==> src/verilog/rr_defs.svh <==
`ifndef RR_DEFS_SVH
`define RR_DEFS_SVH

// ************************************************************
// Merge unit sizes
// ************************************************************

// Byte width.
`define RR_DATA_W 8

// Input ports served in turn.
`define RR_PORTS 4

// Entries per queue; pointer wraps on its own at this depth.
`define RR_DEPTH 8
`define RR_PTR_W 3

`endif

==> src/verilog/rr_pkg.sv <==
`include "rr_defs.svh"

package rr_pkg;

    // ************************************************************
    // Data path and control types
    // ************************************************************

    typedef logic [`RR_DATA_W-1:0] rr_data_t;

    typedef logic [$clog2(`RR_PORTS)-1:0] rr_port_t;  // Port index.

    // Holds 0 to RR_DEPTH, one bit wider than a pointer.
    typedef logic [`RR_PTR_W:0] rr_count_t;

    typedef enum logic {
        RR_IDLE  = 1'b0,  // All queues empty.
        RR_SERVE = 1'b1   // Slots stepping.
    } rr_state_t;

endpackage

==> src/verilog/rr_queue.sv <==
`timescale 1ns/1ns
`include "rr_defs.svh"

module rr_queue (
    input  logic             clk,
    input  logic             rst_n,
    input  logic             wen,
    input  logic             ren,
    input  rr_pkg::rr_data_t din,
    output rr_pkg::rr_data_t q_dout,
    output logic             not_empty,
    output logic             overflow
);

    import rr_pkg::*;

    rr_data_t              mem [0:`RR_DEPTH-1];
    logic [`RR_PTR_W-1:0]  head;
    logic [`RR_PTR_W-1:0]  tail;
    rr_count_t             count;
    logic                  full;
    logic                  do_wr;
    logic                  do_rd;

    assign full      = (count == rr_count_t'(`RR_DEPTH));
    assign not_empty = (count != '0);
    assign do_wr     = wen && !full;      // Full queue drops the byte.
    assign do_rd     = ren && not_empty;

    // ************************************************************
    // Storage
    // ************************************************************

    always_ff @(posedge clk) begin
        if (do_wr) begin
            mem[tail] <= din;
        end
    end

    // ************************************************************
    // Pointers and fill level
    // ************************************************************

    always_ff @(posedge clk) begin
        if (!rst_n) begin
            head  <= '0;
            tail  <= '0;
            count <= '0;
        end else begin
            if (do_wr) begin
                tail <= tail + 1'b1;      // Wraps at depth.
            end
            if (do_rd) begin
                head <= head + 1'b1;
            end
            case ({do_wr, do_rd})
                2'b10:   count <= count + 1'b1;
                2'b01:   count <= count - 1'b1;
                default: count <= count;
            endcase
        end
    end

    // Head byte out for one cycle per read, zero otherwise.
    always_ff @(posedge clk) begin
        if (!rst_n) begin
            q_dout   <= '0;
            overflow <= 1'b0;
        end else begin
            q_dout   <= do_rd ? mem[head] : '0;
            overflow <= wen && full;      // One-cycle pulse.
        end
    end

endmodule

==> src/verilog/rr_slot_counter.sv <==
`timescale 1ns/1ns

module rr_slot_counter (
    input  logic             clk,
    input  logic             rst_n,
    input  logic             count_en,
    output rr_pkg::rr_port_t slot
);

    import rr_pkg::*;

    rr_port_t slot_next;

    // Service order 0, 1, 2, 3 by natural wrap.
    assign slot_next = slot + 1'b1;

    always_ff @(posedge clk) begin
        if (!rst_n) begin
            slot <= '0;
        end else if (count_en) begin
            slot <= slot_next;
        end
    end

endmodule

==> src/verilog/rr_grant_fsm.sv <==
`timescale 1ns/1ns
`include "rr_defs.svh"

module rr_grant_fsm (
    input  logic                 clk,
    input  logic                 rst_n,
    input  logic [`RR_PORTS-1:0] wen,
    input  logic [`RR_PORTS-1:0] not_empty,
    input  rr_pkg::rr_port_t     slot,
    output logic [`RR_PORTS-1:0] ren,
    output logic                 count_en,
    output logic                 rd_fire,
    output rr_pkg::rr_port_t     rd_port
);

    import rr_pkg::*;

    rr_state_t state;
    rr_state_t state_next;
    logic      grant;

    // Slot's queue is read only if it has data and no write is under way.
    assign grant    = (state == RR_SERVE) && not_empty[slot] && !wen[slot];
    assign count_en = (state == RR_SERVE);

    always_comb begin
        ren       = '0;
        ren[slot] = grant;
    end

    // ************************************************************
    // State machine
    // ************************************************************

    always_comb begin
        state_next = state;
        case (state)
            RR_IDLE: begin
                if (|not_empty) begin
                    state_next = RR_SERVE;
                end
            end
            RR_SERVE: begin
                if (!(|not_empty) && !grant) begin
                    state_next = RR_IDLE;
                end
            end
            default: state_next = RR_IDLE;
        endcase
    end

    always_ff @(posedge clk) begin
        if (!rst_n) begin
            state   <= RR_IDLE;
            rd_fire <= 1'b0;
            rd_port <= '0;
        end else begin
            state   <= state_next;
            rd_fire <= grant;             // Lines up with q_dout.
            if (grant) begin
                rd_port <= slot;
            end
        end
    end

endmodule

==> src/verilog/rr_merge.sv <==
`timescale 1ns/1ns

module rr_merge (
    input  logic             clk,
    input  logic             rst_n,
    input  rr_pkg::rr_data_t q_dout_a,
    input  rr_pkg::rr_data_t q_dout_b,
    input  rr_pkg::rr_data_t q_dout_c,
    input  rr_pkg::rr_data_t q_dout_d,
    input  logic             rd_fire,
    input  rr_pkg::rr_port_t rd_port,
    output rr_pkg::rr_data_t dout,
    output logic             valid,
    output rr_pkg::rr_port_t src
);

    import rr_pkg::*;

    rr_data_t or_all;

    // Idle queues drive zero, so the OR picks the one being read.
    assign or_all = q_dout_a | q_dout_b | q_dout_c | q_dout_d;

    always_ff @(posedge clk) begin
        if (!rst_n) begin
            dout  <= '0;
            valid <= 1'b0;
            src   <= '0;
        end else begin
            dout  <= or_all;
            valid <= rd_fire;
            src   <= rd_port;
        end
    end

endmodule

==> src/verilog/rr_arbiter.sv <==
`timescale 1ns/1ns
`include "rr_defs.svh"

module rr_arbiter (
    input  logic                 clk,
    input  logic                 rst_n,
    input  logic [`RR_PORTS-1:0] wen,
    input  rr_pkg::rr_data_t     din_a,
    input  rr_pkg::rr_data_t     din_b,
    input  rr_pkg::rr_data_t     din_c,
    input  rr_pkg::rr_data_t     din_d,
    output rr_pkg::rr_data_t     dout,
    output logic                 valid,
    output rr_pkg::rr_port_t     src,
    output logic [`RR_PORTS-1:0] overflow
);

    import rr_pkg::*;

    rr_data_t             q_dout_a;
    rr_data_t             q_dout_b;
    rr_data_t             q_dout_c;
    rr_data_t             q_dout_d;
    logic [`RR_PORTS-1:0] not_empty;
    logic [`RR_PORTS-1:0] ren;
    logic                 count_en;
    logic                 rd_fire;
    rr_port_t             rd_port;
    rr_port_t             slot;

    // ************************************************************
    // Per-port queues
    // ************************************************************

    rr_queue u_queue_a (
        .clk(clk), .rst_n(rst_n), .wen(wen[0]), .ren(ren[0]), .din(din_a),
        .q_dout(q_dout_a), .not_empty(not_empty[0]), .overflow(overflow[0])
    );

    rr_queue u_queue_b (
        .clk(clk), .rst_n(rst_n), .wen(wen[1]), .ren(ren[1]), .din(din_b),
        .q_dout(q_dout_b), .not_empty(not_empty[1]), .overflow(overflow[1])
    );

    rr_queue u_queue_c (
        .clk(clk), .rst_n(rst_n), .wen(wen[2]), .ren(ren[2]), .din(din_c),
        .q_dout(q_dout_c), .not_empty(not_empty[2]), .overflow(overflow[2])
    );

    rr_queue u_queue_d (
        .clk(clk), .rst_n(rst_n), .wen(wen[3]), .ren(ren[3]), .din(din_d),
        .q_dout(q_dout_d), .not_empty(not_empty[3]), .overflow(overflow[3])
    );

    // ************************************************************
    // Arbitration and output
    // ************************************************************

    rr_slot_counter u_slot_counter (
        .clk(clk), .rst_n(rst_n), .count_en(count_en), .slot(slot)
    );

    rr_grant_fsm u_grant_fsm (
        .clk(clk), .rst_n(rst_n), .wen(wen), .not_empty(not_empty), .slot(slot),
        .ren(ren), .count_en(count_en), .rd_fire(rd_fire), .rd_port(rd_port)
    );

    rr_merge u_merge (
        .clk(clk), .rst_n(rst_n),
        .q_dout_a(q_dout_a), .q_dout_b(q_dout_b),
        .q_dout_c(q_dout_c), .q_dout_d(q_dout_d),
        .rd_fire(rd_fire), .rd_port(rd_port),
        .dout(dout), .valid(valid), .src(src)
    );

endmodule

==> config.mk <==
export PLATFORM = sky130hd
export DESIGN_NAME = rr_arbiter
export DESIGN_NICKNAME = d
export VERILOG_FILES = /design/src/verilog/rr_pkg.sv /design/src/verilog/rr_queue.sv /design/src/verilog/rr_slot_counter.sv /design/src/verilog/rr_grant_fsm.sv /design/src/verilog/rr_merge.sv /design/src/verilog/rr_arbiter.sv
export VERILOG_INCLUDE_DIRS = /design/src /design/src/verilog
export SDC_FILE = /design/constraint.sdc
export NUM_CORES = 1
export LEC_CHECK = 0
export BUFFER_PORTS_ARGS = -buffer_cell sky130_fd_sc_hd__buf_2
export CORE_ASPECT_RATIO = 1.2
export CORE_MARGIN = 8
export CORE_UTILIZATION = 55
export CTS_BUF_LIST = sky130_fd_sc_hd__clkbuf_2 sky130_fd_sc_hd__clkbuf_4 sky130_fd_sc_hd__clkbuf_8
export DETAILED_ROUTE_END_ITERATION = 8
export PLACE_DENSITY = 0.73
export SLEW_MARGIN = 30
export SYNTH_ARGS = -nofsm -noshare
export SYNTH_HDL_FRONTEND = slang
export SYNTH_SLANG_ARGS = --single-unit
==> constraint.sdc <==
create_clock -name clk -period 2.6 [get_ports clk]
set_clock_uncertainty 0.2 [all_clocks]
set_input_delay 0.26 -clock clk [delete_from_list [all_inputs] [get_ports clk]]
set_output_delay 0.26 -clock clk [all_outputs]
set_load 0.005 [all_outputs]
### Word-level counts from Yosys, hierarchy flattened

Memories as Yosys holds them, arrays and structs flattened. A register that Yosys moved wholly into a read port is not among the register bits.
Index checks and enable logic that the tools add are counted.

| cells by class | value |
|---|---|
| add/subtract/negate cells | 17 |
| $lt $le $gt $ge | 2 |
| equal/unequal tests | 12 |
| mux-type cells | 21 |
| bitwise operators | 5 |
| reduce and logical (&&, ||, !) cells | 40 |

Operators by type and width:

| operator | number |
|---|---|
| $pmux W4 S2 | 4 |
| $add A3 B1 Y3 const B | 8 |
| $or A8 B8 Y8 | 3 |
| $add A4 B1 Y4 const B | 4 |
| $eq A4 B4 Y1 const B | 4 |
| $logic_and A1 B1 Y1 | 16 |
| $reduce_bool A4 Y1 | 4 |
| $sub A4 B1 Y4 const B | 4 |
| $mux W1 | 13 |
| $logic_not A1 Y1 | 11 |
| $eq A2 B1 Y1 const B | 4 |
| $eq A2 B2 Y1 const B | 4 |
| $reduce_and A2 Y1 | 4 |
| $reduce_bool A2 Y1 | 4 |
| $and A4 B4 Y4 | 1 |
| $bmux W1 S2 | 2 |
| $reduce_or A4 Y1 | 1 |
| $lt A2 B3 Y1 const B | 1 |
| $add A2 B1 Y2 const B | 1 |
| $demux W1 S2 | 1 |
| $ge A2 B1 Y1 const B | 1 |
| $pmux W1 S2 | 1 |
| $not A1 Y1 | 1 |

| storage, ports and cells | value |
|---|---|
| bits in registers | 61 |
| memory bits (writable) | 256 |
| input bits | 38 |
| word-level logic and storage cells | 124 |
| memories kept | 4 |

Memory list:

| memory | depth | width | rd ports | clocked after memory_dff | wr ports | RTL line | source |
|---|---|---|---|---|---|---|---|
| u_queue_a.mem | 8 | 8 | 1 | 1 | 1 | rr_queue.sv:17 | `` rr_data_t mem [0:`RR_DEPTH-1]; `` |
| u_queue_b.mem | 8 | 8 | 1 | 1 | 1 | rr_queue.sv:17 |  |
| u_queue_c.mem | 8 | 8 | 1 | 1 | 1 | rr_queue.sv:17 |  |
| u_queue_d.mem | 8 | 8 | 1 | 1 | 1 | rr_queue.sv:17 |  |

### Logic depth before layout (Yosys ltp)

| logic depth | value |
|---|---|
| word-level depth | 9 |
| depth in mapped cells | 13 |

### Cells and area by module

A second synthesis with hierarchy kept.

| unflattened totals | value |
|---|---|
| cells, all modules | 787 |
| area total of the unflattened synthesis | 13629.3 um2 |

Modules (own cells, without submodules):

| module | instances | cells an instance | area an instance (um2) |
|---|---|---|---|
| rr_queue (u_queue_a ...) | 2 | 183 | 3244.4 |
| rr_queue (u_queue_b ...) | 2 | 182 | 3241.9 |
| rr_merge | 1 | 23 | 334.1 |
| rr_grant_fsm | 1 | 26 | 244.0 |
| rr_slot_counter | 1 | 8 | 78.8 |

### Worst setup path before layout

No wires, ideal clock.

| timing path | value |
|---|---|
| kind | register to register |
| from | register u_queue_d.count[1] |
| to | register u_queue_c.count[2] |
| library setup time | 0.070 ns |
| data arrival time | 2.541 ns |
| slack | -0.211 ns |
| cell stages (with the launch flop) | 14 |
| buffers on the path | 2 |
| clock period less this slack | 2.811 ns |
| cell sequence | dfxtp_1 -> buf_2 -> nor4_2 -> o32ai_2 -> a22oi_4 -> buf_6 -> nor2_1 -> ha_1 -> xor2_1 -> ha_1 -> a21oi_1 -> xor2_1 -> or3_1 -> a21oi_1 |

| on the way | value |
|---|---|
| cells in the longest elaborated chain, start to end | 9 |

RTL lines:

| what | RTL line | source |
|---|---|---|
| start, declared | rr_queue.sv:20 | `rr_count_t count;` |
| start signal, assigned | rr_queue.sv:57 | `2'b10: count <= count + 1'b1;` |
| start signal, assigned | rr_queue.sv:58 | `2'b01: count <= count - 1'b1;` |
| start signal, assigned | rr_queue.sv:59 | `default: count <= count;` |
| $reduce_bool A4 Y1 (*) | rr_queue.sv:26 | `assign not_empty = (count != '0);` |
| $bmux W1 S2 (*) | rr_grant_fsm.sv:23 | `assign grant = (state == RR_SERVE) && not_empty[slot] && !wen[slot];` |
| $mux W1 (implied by the code) (*) | rr_grant_fsm.sv:23 |  |
| $logic_and A1 B1 Y1 (*) (2 in a row) | rr_grant_fsm.sv:23 |  |
| $and A4 B4 Y4 (no line) (*) | - |  |
| $logic_and A1 B1 Y1 (*) | rr_queue.sv:28 | `assign do_rd = ren && not_empty;` |
| named net u_queue_c.do_rd | rr_queue.sv:23 | `logic do_rd;` |
| $eq A2 B1 Y1 / $eq A2 B2 Y1 (equally long branches) | rr_queue.sv:56 | `case ({do_wr, do_rd})` |
| $pmux W4 S2 / $reduce_bool A2 Y1 (equally long branches) | - |  |
| end signal, assigned | rr_queue.sv:57 |  |
| end signal, assigned | rr_queue.sv:58 |  |
| end signal, assigned | rr_queue.sv:59 |  |
| end, declared | rr_queue.sv:20 |  |

Mark *: on every way through the listed nets, which the timed path passes. The rest lies on a longest branch. The select of a mux whose other input is x is not followed.
A chain may end at the register's enable or synchronous reset.

### Final worst setup path

| timing path | value |
|---|---|
| from | register u_queue_d.count[3] |
| to | register u_queue_b.count[2] |

| on the way | value |
|---|---|
| cells in the longest elaborated chain, start to end | 9 |

RTL lines:

| what | RTL line |
|---|---|
| $reduce_bool A4 Y1 (*) | rr_queue.sv:26 |
| $bmux W1 S2 (*) | rr_grant_fsm.sv:23 |
| $mux W1 (implied by the code) (*) | rr_grant_fsm.sv:23 |
| $logic_and A1 B1 Y1 (*) (2 in a row) | rr_grant_fsm.sv:23 |
| $and A4 B4 Y4 (no line) (*) | - |
| $logic_and A1 B1 Y1 (*) | rr_queue.sv:28 |
| $eq A2 B1 Y1 / $eq A2 B2 Y1 (equally long branches) | rr_queue.sv:56 |
| $pmux W4 S2 / $reduce_bool A2 Y1 (equally long branches) | - |
| end signal, assigned | rr_queue.sv:57 |
| end signal, assigned | rr_queue.sv:58 |
| end signal, assigned | rr_queue.sv:59 |
| end, declared | rr_queue.sv:20 |

Mark *: on every way between the ends. The rest lies on a longest branch, timed or not. The select of a mux whose other input is x is not followed.

==> impl_metrics.tcl <==
set metrics [dict create \
    outcome "finished with violations" \
    violations "setup timing" \
    synth_top_area_cell "edfxtp_1" \
    final.period_utilization_pct 104 \
    number_of_maximum_capacitance_violations 0 \
    synthCells 821 \
    ys_ff_latch 349 \
    end_kind "flip-flop" \
    floorplan.io_pins 53 \
    core-area_sq_um 24400 \
    hpwlAfterDp_um 17400 \
    p_leak_nw 5.70 \
    holdPathStages 5 \
    number_of_buffers_inserted_during_clock_tree_synthesis 50 \
    grt_max_degree 29 \
    grt_antenna_before_repair 0 \
    worstHoldEndpoint "u_queue_d.tail[1]" \
    floorplan.die.height_um 188 \
    detail_route.first_pass.iterations 4 \
    post_drt_wl_per_cell_um 18.8 \
    worstReg2RegStart "u_queue_d.count[3]" \
    r2r.worst_path.cells 11 \
    required_ns 2.90 \
    hold_start "wen[3]" \
    antenna_violating_nets_post_route 0 \
    grt_remaining_overflow 0 \
    drive_above_1_share_pct 32.2 \
    ys_seq_area_share_pct 70.5 \
    cp-start-kind "flip-flop" \
    detail_route.vias_per_cell 5.36 \
    report.final.hold_viol_count 0 \
    clock_tree.buffer_depth 3 \
    postLayoutSetupSlackWorst_ns -0.116 \
    worst_slew_margin_rel_pct 56.0 \
    clock_tree_from_tritoncts "built" \
    floorplan.die_area_sq_um 29900 \
    design.final.nets 1085 \
    netlist_top_cells_area "edfxtp_1 (57%), dfxtp_1 (14%), mux4_2 (11%)" \
    synth_edf_count 256 \
    initial_utilization_pct 55.5 \
    final.hold.worst_slack_ns 0.0628 \
    wl_um 26200 \
    tightestPinTransition_ns 0.660 \
    class_of_the_tightest_hold_or_removal_check "in -> reg" \
    grt_pass1_vias 7811 \
    clkSinkCount 349 \
    synth.top_cell.area_share_pct 56.7 \
    r2r_setup_slk_ns -0.12 \
    post_synth.cell_area_avg_sq_um 16.5 \
    synth_fp_nets 883 \
    power.density_nw_per_um2 699 \
    final_core_utilization_pct 67.1 \
    async_flop_share_pct 0 \
    route.vias.total 7449 \
    post-route-drc-count 0 \
    crit_arrival_ns 3.01 \
    timing.rr.end "u_queue_b.count[2]" \
    design_power_mw 11.5 \
    final-max-slew-violation-count 0 \
    worst_ir_drop_vdd_v 0.000425 \
    fmax_ghz 0.368 \
    yosys_warns 0 \
    synth_cell_types 41 \
    post_dp_cell_area_sq_um 14900 \
    layout_min_cycle_time_ns 2.72 \
    cts.reportedPaths.clkPinSlew_ns 0.06 \
    syn2layout_area_growth_pct 20.9 \
    setup_viol 6 \
    first_pass_grt_wire_length_um 41600 \
    syn-cell-area_sq_um 13600 \
    antenna-diode-count 0 \
    grt_usage_pct 17.6 \
    synth_flop_cell "edfxtp_1" \
    kind_of_critical_path "reg -> reg" \
    cts-root-buf "clkbuf_8" \
    fp.dieW_um 159 \
    floorplan.rows 63 \
    gp_congestion 0.798 \
    numPortBuffers 52 \
    clk_latency_ns 0.57 \
    grt_setup_unrepaired "yes" \
    pre_cts_ws_ns -0.131 \
    design_area_sq_um 16400 \
    cts_htree_levels 2 \
    crit_path_max_fanout 6 \
    detailedRoute.firstIterationViolations 474 \
]
-- how the worst max path moves through the flow --
stage,start,endpoint,slack [ns],cells after the start
floorplan,u_queue_d.count[3],u_queue_d.count[2],-0.05,12
detailed placement,u_queue_d.count[3],u_queue_b.count[2],-0.13,11
global placement,u_queue_d.count[3],u_queue_b.count[2],-0.1,11
global route,u_queue_d.count[3],u_queue_d.count[2],-0.27,11
finish,u_queue_d.count[3],u_queue_b.count[2],-0.12,11
CTS,u_queue_d.count[3],u_queue_b.count[2],-0.11,11
-- state kept, by name, summed over array words and instances (netlist names), 8 cells and up --
signal / cells
u_queue_a.mem: 64
u_queue_b.mem: 64
u_queue_c.mem: 64
u_queue_d.mem: 64
u_merge.dout: 8
u_queue_a.q_dout: 8
u_queue_b.q_dout: 8
u_queue_c.q_dout: 8
u_queue_d.q_dout: 8
-- worst max-delay path, cell delays in order, from the launching register on --
cell,delay [ns]
dfxtp_2,0.34
nor4_4,0.31
o32ai_2,0.15
a22oi_4,0.36
nor2_2,0.11
ha_2,0.20
xor2_1,0.14
ha_1,0.19
a21oi_2,0.12
xor2_1,0.09
or3_1,0.30
a21oi_1,0.15
-- stage by stage --
stage | std cells | setup TNS (ns)
2_1_floorplan | 821 | -0.329
3_3_place_gp | 1253 | -0.369
3_5_place_dp | 1253 | -0.642
4_1_cts | 1388 | -0.387
5_1_grt | 1389 | -1.65
6_report | 1389 | -0.402
-- power breakdown --
part           internal [mW]  total (mW)  switching [mW]
sequential              6.12        6.20          0.0784
combinational          0.377       0.790           0.413
clock                   2.51        4.47            1.95
-- layout by cell type (no fill, tap or decap), types with 5 or more instances in the layout --
cell / n
nor3_1: 20
edfxtp_1: 256
dfxtp_2: 7
xor2_1: 17
nand2_1: 41
ha_1: 16
clkinv_2: 5
inv_1: 10
o31ai_1: 8
xnor2_1: 8
clkinv_1: 5
nor2_1: 80
buf_2: 52
nor4_1: 12
a21oi_1: 17
mux2i_1: 41
o21ai_1: 6
buf_4: 102
nand2b_1: 14
dlygate4sd3_1: 40
dfxtp_1: 85
or3_1: 12
o21ai_0: 8
mux4_2: 64
clkbuf_8: 57
clkbuf_4: 21
ha_2: 8
-- area by class of cell --
cell class / count / area (sq um)
Clock buffer: 78 / 942
Clock inverter: 15 / 131
Fill cell: 1668 / 8050
Inverter: 11 / 41.3
Multi-Input combinational cell: 417 / 3870
Sequential cell: 349 / 9560
Tap cell: 325 / 407
Timing Repair Buffer: 194 / 1430
-- cell usage after synthesis (2+ instances only) --
cell,number
and2_1,4
nor4_2,4
nor4b_1,3
o32ai_2,2
nand2b_1,14
buf_6,2
a21boi_0,4
nor4_1,12
nor2_1,84
o21ai_0,10
nor4bb_1,3
nand2_1,41
ha_1,24
mux2i_1,41
o21ai_1,4
mux4_2,64
or4_1,4
buf_4,4
nor2b_1,4
xnor2_1,8
clkbuf_1,18
dfxtp_1,93
or3_1,12
xor2_1,17
buf_2,19
a21oi_1,21
inv_1,10
o31ai_1,8
edfxtp_1,256
nor3_1,20
-- kinds of logic (layout without fill, tap and decap cells) --
group | count (synthesis) | in the layout | synth area share (%)
adders and majority gates | 24 | 24 | 2.22
buffers and inverters | 55 | 298 | 1.92
muxes | 105 | 105 | 13.7
AOI/OAI and AO/OA | 54 | 54 | 2.58
and+or+nand+nor | 209 | 209 | 7.55
DFF | 349 | 349 | 70.5
xor gates and xnor gates | 25 | 25 | 1.62
-- per-layer routing --
layer / part of all wire (%) / up-vias / GRT usage [%]
met5: 0 / - / 0
met4: 2.6 / 0 / 6.83
met3: 4.1 / 43 / 3.25
met2: 50 / 159 / 29.8
met1: 43 / 3700 / 22.2
li1: - / 3547 / -
-- what timing repair did --
action	CTS	global route
endpoints found under the hold margin	264	0
hold buffers	40	0
endpoints found under the setup margin	8	8
buffers inserted	2	1
pin swaps	4	2
gates resized for setup	5	3
No activity file was read; power rests on OpenSTA's default activity.
